## src/verilog/ps2_frame_pkg.sv

```systemverilog
// --------------------------------------------------
// ps2 frame layout shared by the shifter and the output stage
// --------------------------------------------------

package ps2_frame_pkg;

   // one frame is start, eight data bits, parity and stop
   localparam int unsigned frame_bits_c = 11;

   // a keyboard sends this prefix ahead of the code of a released key
   localparam logic [7:0] release_code_c = 8'hF0;

   // bits arrive LSB first, so the start bit ends up at bit 0
   // once the whole frame has been shifted in at the MSB
   typedef struct packed {
      logic       stop;
      logic       parity;
      logic [7:0] data;
      logic       start;
   } ps2_frame_fields_t;

   // the shift register moves the raw word one bit at a time,
   // while the transmit load and the receive output use the fields
   typedef union packed {
      logic [frame_bits_c-1:0] raw;
      ps2_frame_fields_t       fields;
   } ps2_frame_u;

endpackage

```

## src/verilog/ps2_ctrl_pkg.sv

```systemverilog
// --------------------------------------------------
// control types passed between the line FSM, timers and shifter
// --------------------------------------------------

package ps2_ctrl_pkg;

   // rx_clk_h is the idle state and is left at encoding zero
   typedef enum logic [3:0] {
      rx_clk_h,
      rx_clk_l,
      rx_fall_mark,
      rx_rise_mark,
      tx_reset_timer,
      tx_force_clk_l,
      tx_first_wait_clk_h,
      tx_wait_clk_h,
      tx_rise_mark,
      tx_clk_h,
      tx_clk_l,
      tx_wait_ack,
      tx_done_recovery,
      tx_error_no_ack
   } line_state_e;

   // enables from the FSM to the timer block
   typedef struct packed {
      logic long_en;
      logic debounce_en;
   } timer_ctrl_t;

   typedef struct packed {
      logic long_done;
      logic debounce_done;
   } timer_status_t;

   // rx_done at a full frame, tx_done once the stop bit is on the line
   typedef struct packed {
      logic rx_done;
      logic tx_done;
   } shift_status_t;

endpackage

```

## src/verilog/ps2_input_sync.sv

```systemverilog
module ps2_input_sync (
   input  logic clock_i,
   input  logic ps2_clk_i,
   input  logic ps2_data_i,
   output logic clk_s_o,
   output logic data_s_o
);

   // first stage of each synchronizer, may go metastable
   logic clk_meta_q;
   logic data_meta_q;

   // the lines are open drain with slow edges, so both go through
   // two flops before the FSM looks at them
   always_ff @(posedge clock_i)
   begin
      clk_meta_q  <= ps2_clk_i;
      data_meta_q <= ps2_data_i;
      clk_s_o     <= clk_meta_q;
      data_s_o    <= data_meta_q;
   end

endmodule

```

## src/verilog/ps2_timers.sv

```systemverilog
module ps2_timers import ps2_ctrl_pkg::*; #(
   parameter int unsigned long_ticks_p = 2950,
   parameter int unsigned long_bits_p  = 12
) (
   input  logic          clock_i,
   input  logic          reset_i,
   input  logic [15:0]   divide_reg_i,
   input  timer_ctrl_t   ctrl_i,
   output timer_status_t status_o
);

   logic [15:0]            presc_q;
   logic                   tick_q;
   logic [long_bits_p-1:0] long_q;
   logic                   long_done;
   logic [15:0]            deb_q;
   logic                   deb_done;

   // --------------------------------------------------
   // prescaler, one tick every divide_reg_i clocks while the long timer runs
   // --------------------------------------------------
   always_ff @(posedge clock_i)
   begin
      if (reset_i || !ctrl_i.long_en)
      begin
         presc_q <= 16'd1;
         tick_q  <= 1'b0;
      end
      else if (presc_q == divide_reg_i)
      begin
         presc_q <= 16'd1;
         tick_q  <= 1'b1;
      end
      else
      begin
         presc_q <= presc_q + 16'd1;
         tick_q  <= 1'b0;
      end
   end

   // long timer counts ticks and then holds at the end value
   // it is the inhibit time on transmit and the watchdog on receive
   always_ff @(posedge clock_i)
   begin
      if (reset_i || !ctrl_i.long_en)
         long_q <= '0;
      else if (tick_q && !long_done)
         long_q <= long_q + 1'b1;
   end

   assign long_done = (long_q == long_bits_p'(long_ticks_p));

   // --------------------------------------------------
   // debounce timer, counts plain clocks and also saturates
   // --------------------------------------------------
   always_ff @(posedge clock_i)
   begin
      if (reset_i || !ctrl_i.debounce_en)
         deb_q <= 16'd0;
      else if (!deb_done)
         deb_q <= deb_q + 16'd1;
   end

   assign deb_done = (deb_q == divide_reg_i - 16'd1);

   assign status_o.long_done     = long_done;
   assign status_o.debounce_done = deb_done;

endmodule

```

## src/verilog/ps2_line_fsm.sv

```systemverilog
module ps2_line_fsm import ps2_ctrl_pkg::*; (
   input  logic          clock_i,
   input  logic          reset_i,
   input  logic          clk_s_i,
   input  logic          data_s_i,
   input  logic          tx_write_i,
   input  logic          tx_bit_i,
   input  timer_status_t timer_i,
   input  shift_status_t shift_i,
   output line_state_e   state_o,
   output timer_ctrl_t   timer_ctrl_o,
   output logic          ps2_clk_hi_z_o,
   output logic          ps2_data_hi_z_o,
   output logic          tx_write_ack_o,
   output logic          tx_error_no_ack_o
);

   line_state_e state_q;
   line_state_e state_d;

   always_ff @(posedge clock_i)
   begin
      if (reset_i)
         state_q <= rx_clk_h;
      else
         state_q <= state_d;
   end

   // --------------------------------------------------
   // next state and line drive
   // --------------------------------------------------
   always_comb
   begin
      // both lines released and no timer running unless a state says so
      state_d         = state_q;
      ps2_clk_hi_z_o  = 1'b1;
      ps2_data_hi_z_o = 1'b1;
      timer_ctrl_o    = '0;

      case (state_q)
         // the long timer runs as a watchdog while waiting on either clock level
         rx_clk_h:
         begin
            timer_ctrl_o.long_en = 1'b1;
            if (tx_write_i)
               state_d = tx_reset_timer;
            else if (!clk_s_i)
               state_d = rx_fall_mark;
         end
         // one cycle markers, the shifter samples data on the falling one
         rx_fall_mark:
            state_d = rx_clk_l;
         rx_rise_mark:
            state_d = rx_clk_h;
         rx_clk_l:
         begin
            timer_ctrl_o.long_en = 1'b1;
            if (tx_write_i)
               state_d = tx_reset_timer;
            else if (clk_s_i)
               state_d = rx_rise_mark;
         end
         // one cycle with the timer off so it starts the inhibit from zero
         tx_reset_timer:
            state_d = tx_force_clk_l;
         // host inhibit, the clock is held low for the long time
         tx_force_clk_l:
         begin
            timer_ctrl_o.long_en = 1'b1;
            ps2_clk_hi_z_o       = 1'b0;
            if (timer_i.long_done)
               state_d = tx_first_wait_clk_h;
         end
         // start bit driven, the keyboard now begins to clock
         tx_first_wait_clk_h:
         begin
            timer_ctrl_o.debounce_en = 1'b1;
            ps2_data_hi_z_o          = 1'b0;
            if (!clk_s_i && timer_i.debounce_done)
               state_d = tx_clk_l;
         end
         // a rising clock is only taken after the debounce time
         tx_wait_clk_h:
         begin
            timer_ctrl_o.debounce_en = 1'b1;
            ps2_data_hi_z_o          = tx_bit_i;
            if (clk_s_i && timer_i.debounce_done)
               state_d = tx_rise_mark;
         end
         // the shifter moves the next bit to its LSB here
         tx_rise_mark:
         begin
            ps2_data_hi_z_o = tx_bit_i;
            state_d         = tx_clk_h;
         end
         tx_clk_h:
         begin
            ps2_data_hi_z_o = tx_bit_i;
            if (shift_i.tx_done)
               state_d = tx_wait_ack;
            else if (!clk_s_i)
               state_d = tx_clk_l;
         end
         tx_clk_l:
         begin
            ps2_data_hi_z_o = tx_bit_i;
            if (clk_s_i)
               state_d = tx_wait_clk_h;
         end
         // data is released, the keyboard answers by pulling it low
         // while it drives the next clock low
         tx_wait_ack:
         begin
            if (!clk_s_i && data_s_i)
               state_d = tx_error_no_ack;
            else if (!clk_s_i && !data_s_i)
               state_d = tx_done_recovery;
         end
         // both endings wait for the bus to go idle again
         tx_done_recovery:
         begin
            if (clk_s_i && data_s_i)
               state_d = rx_clk_h;
         end
         tx_error_no_ack:
         begin
            if (clk_s_i && data_s_i)
               state_d = rx_clk_h;
         end
         default:
            state_d = rx_clk_h;
      endcase
   end

   // a request is only taken while the receive side is between bits,
   // and this same cycle loads the transmit frame
   assign tx_write_ack_o    = tx_write_i && ((state_q == rx_clk_h) || (state_q == rx_clk_l));
   assign tx_error_no_ack_o = (state_q == tx_error_no_ack);
   assign state_o           = state_q;

endmodule

```

## src/verilog/ps2_frame_shifter.sv

```systemverilog
module ps2_frame_shifter import ps2_frame_pkg::*, ps2_ctrl_pkg::*; (
   input  logic          clock_i,
   input  logic          reset_i,
   input  logic          clk_s_i,
   input  logic          data_s_i,
   input  logic          tx_write_ack_i,
   input  logic [7:0]    tx_data_i,
   input  line_state_e   state_i,
   input  logic          long_done_i,
   output ps2_frame_u    frame_o,
   output shift_status_t shift_o
);

   logic [3:0] bit_count_q;
   logic       shift_en;
   ps2_frame_u frame_q;

   // receive samples at the falling clock, transmit advances at the rising one
   assign shift_en = (state_i == rx_fall_mark) || (state_i == tx_rise_mark);

   assign shift_o.rx_done = (bit_count_q == 4'(frame_bits_c));
   assign shift_o.tx_done = (bit_count_q == 4'(frame_bits_c - 1));

   // --------------------------------------------------
   // bit counter
   // --------------------------------------------------
   always_ff @(posedge clock_i)
   begin
      if (reset_i || shift_o.rx_done || (state_i == tx_wait_ack))
         bit_count_q <= 4'd0;
      // watchdog, a frame left half done by an idle line is dropped
      else if (long_done_i && (state_i == rx_clk_h) && clk_s_i)
         bit_count_q <= 4'd0;
      else if (shift_en)
         bit_count_q <= bit_count_q + 4'd1;
   end

   // the load fills the frame with odd parity, then bits leave at the LSB
   // while the line value comes in at the MSB
   always_ff @(posedge clock_i)
   begin
      if (tx_write_ack_i)
         frame_q.fields <= '{stop: 1'b1, parity: ~^tx_data_i, data: tx_data_i, start: 1'b0};
      else if (shift_en)
         frame_q.raw <= {data_s_i, frame_q.raw[frame_bits_c-1:1]};
   end

   assign frame_o = frame_q;

endmodule

```

## src/verilog/ps2_rx_output.sv

```systemverilog
module ps2_rx_output import ps2_frame_pkg::*; (
   input  logic       clock_i,
   input  logic       reset_i,
   input  logic       translate_i,
   input  logic       rx_done_i,
   input  logic       rx_read_i,
   input  ps2_frame_u frame_i,
   output logic [7:0] rx_scan_code_o,
   output logic       rx_released_o,
   output logic       rx_data_ready_o
);

   logic released;
   logic strobe;
   logic hold_released_q;

   // a release prefix is swallowed only when translation is on
   assign released = translate_i && rx_done_i && (frame_i.fields.data == release_code_c);
   assign strobe   = rx_done_i && !released;

   // remembers the prefix until the code of the key itself arrives
   always_ff @(posedge clock_i)
   begin
      if (reset_i || strobe)
         hold_released_q <= 1'b0;
      else if (released)
         hold_released_q <= 1'b1;
   end

   // --------------------------------------------------
   // output registers and ready level
   // --------------------------------------------------
   always_ff @(posedge clock_i)
   begin
      if (reset_i)
      begin
         rx_scan_code_o  <= 8'd0;
         rx_released_o   <= 1'b0;
         rx_data_ready_o <= 1'b0;
      end
      else if (strobe)
      begin
         // a new code overwrites an unread one and ready just stays up
         rx_scan_code_o  <= frame_i.fields.data;
         rx_released_o   <= hold_released_q;
         rx_data_ready_o <= 1'b1;
      end
      else if (rx_read_i)
         rx_data_ready_o <= 1'b0;
   end

endmodule

```

## src/verilog/ps2_keyboard.sv

```systemverilog
module ps2_keyboard import ps2_frame_pkg::*, ps2_ctrl_pkg::*; #(
   parameter int unsigned long_ticks_p = 2950,
   parameter int unsigned long_bits_p  = 12
) (
   input  logic        clock_i,
   input  logic        reset_i,
   input  logic        ps2_clk_i,
   input  logic        ps2_data_i,
   input  logic        rx_read_i,
   input  logic        tx_write_i,
   input  logic        translate_i,
   input  logic [7:0]  tx_data_i,
   input  logic [15:0] divide_reg_i,
   output logic        ps2_clk_hi_z_o,
   output logic        ps2_data_hi_z_o,
   output logic        rx_released_o,
   output logic        rx_data_ready_o,
   output logic        tx_write_ack_o,
   output logic        tx_error_no_ack_o,
   output logic [7:0]  rx_scan_code_o
);

   logic          clk_s;
   logic          data_s;
   timer_ctrl_t   timer_ctrl;
   timer_status_t timer_status;
   shift_status_t shift_status;
   line_state_e   line_state;
   ps2_frame_u    frame;

   ps2_input_sync ps2_input_sync_i (
      .clock_i    (clock_i),
      .ps2_clk_i  (ps2_clk_i),
      .ps2_data_i (ps2_data_i),
      .clk_s_o    (clk_s),
      .data_s_o   (data_s)
   );

   ps2_timers #(
      .long_ticks_p (long_ticks_p),
      .long_bits_p  (long_bits_p)
   ) ps2_timers_i (
      .clock_i      (clock_i),
      .reset_i      (reset_i),
      .divide_reg_i (divide_reg_i),
      .ctrl_i       (timer_ctrl),
      .status_o     (timer_status)
   );

   // the frame LSB is the bit currently on the data line during transmit
   ps2_line_fsm ps2_line_fsm_i (
      .clock_i           (clock_i),
      .reset_i           (reset_i),
      .clk_s_i           (clk_s),
      .data_s_i          (data_s),
      .tx_write_i        (tx_write_i),
      .tx_bit_i          (frame.raw[0]),
      .timer_i           (timer_status),
      .shift_i           (shift_status),
      .state_o           (line_state),
      .timer_ctrl_o      (timer_ctrl),
      .ps2_clk_hi_z_o    (ps2_clk_hi_z_o),
      .ps2_data_hi_z_o   (ps2_data_hi_z_o),
      .tx_write_ack_o    (tx_write_ack_o),
      .tx_error_no_ack_o (tx_error_no_ack_o)
   );

   ps2_frame_shifter ps2_frame_shifter_i (
      .clock_i        (clock_i),
      .reset_i        (reset_i),
      .clk_s_i        (clk_s),
      .data_s_i       (data_s),
      .tx_write_ack_i (tx_write_ack_o),
      .tx_data_i      (tx_data_i),
      .state_i        (line_state),
      .long_done_i    (timer_status.long_done),
      .frame_o        (frame),
      .shift_o        (shift_status)
   );

   ps2_rx_output ps2_rx_output_i (
      .clock_i         (clock_i),
      .reset_i         (reset_i),
      .translate_i     (translate_i),
      .rx_done_i       (shift_status.rx_done),
      .rx_read_i       (rx_read_i),
      .frame_i         (frame),
      .rx_scan_code_o  (rx_scan_code_o),
      .rx_released_o   (rx_released_o),
      .rx_data_ready_o (rx_data_ready_o)
   );

endmodule

```

## config.mk

```make
export PLATFORM = sky130hd
export DESIGN_NAME = ps2_keyboard
export DESIGN_NICKNAME = d
export VERILOG_FILES = /design/src/verilog/ps2_frame_pkg.sv /design/src/verilog/ps2_ctrl_pkg.sv /design/src/verilog/ps2_input_sync.sv /design/src/verilog/ps2_timers.sv /design/src/verilog/ps2_line_fsm.sv /design/src/verilog/ps2_frame_shifter.sv /design/src/verilog/ps2_rx_output.sv /design/src/verilog/ps2_keyboard.sv
export SDC_FILE = /design/constraint.sdc
export NUM_CORES = 1
export LEC_CHECK = 0
export ABC_AREA = 1
export BUFFER_PORTS_ARGS = -buffer_cell sky130_fd_sc_hd__buf_2
export CORE_AREA = 2 2 103 105
export CTS_CLUSTER_DIAMETER = 120
export DETAILED_ROUTE_END_ITERATION = 12
export DIE_AREA = 0 0 105 107
export GPL_TIMING_DRIVEN = 0
export PLACE_DENSITY = 0.76
export RECOVER_POWER = 25
export SETUP_SLACK_MARGIN = 0.05
export SKIP_LAST_GASP = 1
export SYNTH_ARGS = -nofsm -noshare
export SYNTH_HDL_FRONTEND = slang
export SYNTH_HIERARCHICAL = 1
export SYNTH_SLANG_ARGS = --single-unit
```

## constraint.sdc

```tcl
create_clock -name clock_i -period 2.4 [get_ports clock_i]
set_input_delay 0.48 -clock clock_i [delete_from_list [all_inputs] [get_ports clock_i]]
set_output_delay 0.48 -clock clock_i [all_outputs]
set_load 0.02 [all_outputs]
```

==> results.toml <==
[status]
status = "complete, no violations"

[route]
wire_per_inst_microns = 12.2
dr_total_vias = 5220
drc = 0
via_per_inst = 5.14
totalWireLength_microns = 12400
drt_iter0_markers = 223
drt_pre_antenna_iters = 5
final_antenna_net_count = 0

[final_layout]
seq_area_sq_mm = 0.00168
fill_cells = 985
multi_input_area_sq_mm = 0.00327
nets = 913
syn_to_final_growth_pct = 12.6
fin_area_sq_mm = 0.00608
final_cells = 1016
drive_gt1_share_pct = 16.8
antenna_cells = 0

[sta]
post-route-min-period_ns = 2.24
skew_ns = 0.0122
fin_tns_setup_ns = 0
drv_slew = 0
max_freq_mhz = 447
setup_viol = 0
hold_violations = 0
fin_ws_ns = 0.162
rsz0062_at_grt = "true"
slew_headroom_pct = 70.7
fin_crit_sh_pct = 93.3
worstMarginPinSlew_ns = 0.440

[setup_path]
crit_required_ns = 2.66
path_max_fanout = 6
crit_type = "input pin to register"
worst_r2r_path_depth = 14
cp.arrival_ns = 2.50
crit_path_start = "divide_reg_i[0]"
crit_path_start_kind = "input pin"
setup.worst_path.end = "ps2_line_fsm_i/state_o[1]"
cp-end-kind = "register"
reg2reg_to = "ps2_line_fsm_i/state_o[1]"
ff2ff_setup_slack_ns = 0.22
reg2reg_from = "ps2_timers_i/deb_q[9]"

[logic_synthesis]
syn_area_per_cell_sq_um = 6.61
syn_inst = 817
synth_edf_count = 9
yosys_warnings = 6
ys_ff_latch = 79
yosys.area.top_type = "dfxtp_1"
synth_ff_type = "dfxtp_1"
synth_nets = 855
ys_types = 40
syn_area_sq_mm = 0.00540
ys_async_sr_fraction_pct = 0
yosysSeqAreaShare_pct = 30.9
synth_top_area_share_pct = 25.9
ys_top_cells_by_area = "dfxtp_1, nand2_1, nand3_1"

[power_and_ir_drop]
power_density_mw_per_mm2 = 655
p_leak_nw = 2.58
ir_worst_vdd_mv = 0.351
total_power_w = 0.00398

[clocking]
clk_pin_slew_ns = 0.08
clock_sinks = 79
cts_buffers = 9
cts-root-buf = "clkbuf_8"
clk_path_buf_depth = 2
cts_tree = "done"
clk_latency_ns = 0.36
cts_max_level = 3

[die]
fp.dieW_microns = 105
rows = 37
core_area_sq_mm = 0.0101
initial_core_util_pct = 53.5
die_area_sq_mm = 0.0112
die_h_microns = 107
num_io_pins = 45

[place]
dp_hpwl_microns = 9250
placed_cell_area_sq_mm = 0.00579
pre_cts_ws_ns = -0.459
placed_cells = 996
numPortBuffers = 43
gp_congestion = 0.932

[global_routing]
grt_max_degree = 15
grt_use_total_pct = 22.3
grt_remaining_overflow = 0
antenna_found_initial = 0
grt_pass1_wl_microns = 20500
grt_pass1_vias = 4522

[min_path]
hold_class = "input pin to register"
hold_path_depth = 1

[job]
drv_cap = 0
[sequential cells by signal, indices dropped and copies added (netlist names)]
| register | cells |
|---|---|
| ps2_timers_i/tick_q | 1 |
| ps2_timers_i/deb_q | 16 |
| ps2_input_sync_i/clk_s_o | 1 |
| ps2_timers_i/long_q | 12 |
| ps2_rx_output_i/rx_scan_code_o | 8 |
| ps2_input_sync_i/data_meta_q | 1 |
| ps2_timers_i/presc_q | 16 |
| ps2_rx_output_i/rx_released_o | 1 |
| ps2_frame_shifter_i/bit_count_q | 4 |
| ps2_rx_output_i/hold_released_q | 1 |
| ps2_input_sync_i/data_s_o | 1 |
| ps2_input_sync_i/clk_meta_q | 1 |
| ps2_frame_shifter_i/frame_o | 11 |
| ps2_rx_output_i/rx_data_ready_o | 1 |
| ps2_line_fsm_i/state_o | 4 |
[worst max-delay path, cell delays in order]
cell and delay, ns:
buf_6 0.10, clkinvlp_4 0.11, ha_4 0.19, inv_2 0.07, nand2_2 0.05, nand2_1 0.06, nand2_1 0.06, nand2_2 0.10
nand3_4 0.08, nor4_4 0.26, nand3b_1 0.12, nor2_2 0.12, nand2_1 0.08, nand3_2 0.10, nand3_2 0.08, nor2_4 0.17
nand2_4 0.09, nor2_1 0.11, nor2_1 0.05
[synthesized netlist by cell type (6+ instances only)]
library cell	instances
a21oi_1	45
dfxtp_1	70
edfxtp_1	9
ha_1	7
inv_1	106
inv_2	6
nand2_1	205
nand2_2	6
nand3_1	83
nand3_2	16
nand4_1	18
nor2_1	94
nor2_2	9
nor3_1	23
nor4_1	7
o21ai_0	13
o21ai_2	10
xnor2_1	17
xor2_1	24
[area by class of cell]
| type | instances | area share (%) |
|---|---|---|
| Multi-Input combinational cell | 607 | 53.7 |
| Sequential cell | 79 | 27.5 |
| Inverter | 113 | 7.07 |
| Timing Repair Buffer | 48 | 4.05 |
| Tap cell | 136 | 2.80 |
| Buffer | 17 | 2.08 |
| Clock buffer | 9 | 2.04 |
| Clock inverter | 7 | 0.761 |
[stage by stage]
| step | hold WS (ns) | utilization (%) |
|---|---|---|
| floorplan | 0.310 | - |
| global placement | 0.313 | 57.4 |
| detailed placement | 0.315 | 57.4 |
| CTS | 0.195 | 59.5 |
| global route | 0.188 | 60.3 |
| finish | 0.218 | 60.3 |
[per-layer routing]
layer / GRT usage (%) / wire length [microns] / vias to the layer above
li1: - / - / 2746
met1: 28.4 / 5720 / 2333
met2: 37.9 / 5860 / 124
met3: 4.44 / 589 / 17
met4: 7.05 / 206 / 0
met5: 0 / 0 / -
[cells in the final DEF (no fill, tap or decap), types with 18 or more instances in the layout]
cell | synthesis | routed
a21oi_1 | 45 | 44
buf_2 | 3 | 35
dfxtp_1 | 70 | 67
inv_1 | 106 | 103
nand2_1 | 205 | 200
nand3_1 | 83 | 78
nand3_2 | 16 | 20
nand4_1 | 18 | 18
nor2_1 | 94 | 90
nor3_1 | 23 | 22
xor2_1 | 24 | 24
[worst min-delay path by stage]
stage	startpoint	to	slack (ns)
2_1_floorplan	ps2_input_sync_i/clk_meta_q	ps2_input_sync_i/clk_s_o	0.31
3_3_place_gp	ps2_input_sync_i/data_meta_q	ps2_input_sync_i/data_s_o	0.31
3_5_place_dp	ps2_input_sync_i/data_meta_q	ps2_input_sync_i/data_s_o	0.31
4_1_cts	ps2_clk_i	ps2_input_sync_i/clk_meta_q	0.20
5_1_grt	ps2_clk_i	ps2_input_sync_i/clk_meta_q	0.19
6_report	ps2_clk_i	ps2_input_sync_i/clk_meta_q	0.22
[logic make-up (layout without fill, tap and decap cells)]
group | count (synthesis) | count (layout) | synth area share, %
AO/OA/AOI/OAI | 76 | 76 | 7.99
XOR/XNOR | 41 | 41 | 6.65
adder cells (fa/ha/maj) | 7 | 7 | 1.62
buffers and inverters | 131 | 194 | 10.5
flip-flops | 79 | 79 | 30.9
AND/OR/NAND/NOR | 483 | 483 | 42.3
[power by group]
| part | internal [W] | switching [W] | total, W |
|---|---|---|---|
| registers | 0.00154 | 0.000176 | 0.00172 |
| clock network | 0.000376 | 0.000521 | 0.000897 |
| logic | 0.000459 | 0.000909 | 0.00137 |
[repair_timing]
item / 4_1_cts / 5_1_grt
gates resized for setup: 4 / 29
setup endpoints to repair: 4 / 15
hold buffers: 0 / 0
pin swaps: 4 / 12
setup buffers: 2 / 3
No activity file was read; power rests on OpenSTA's default activity.
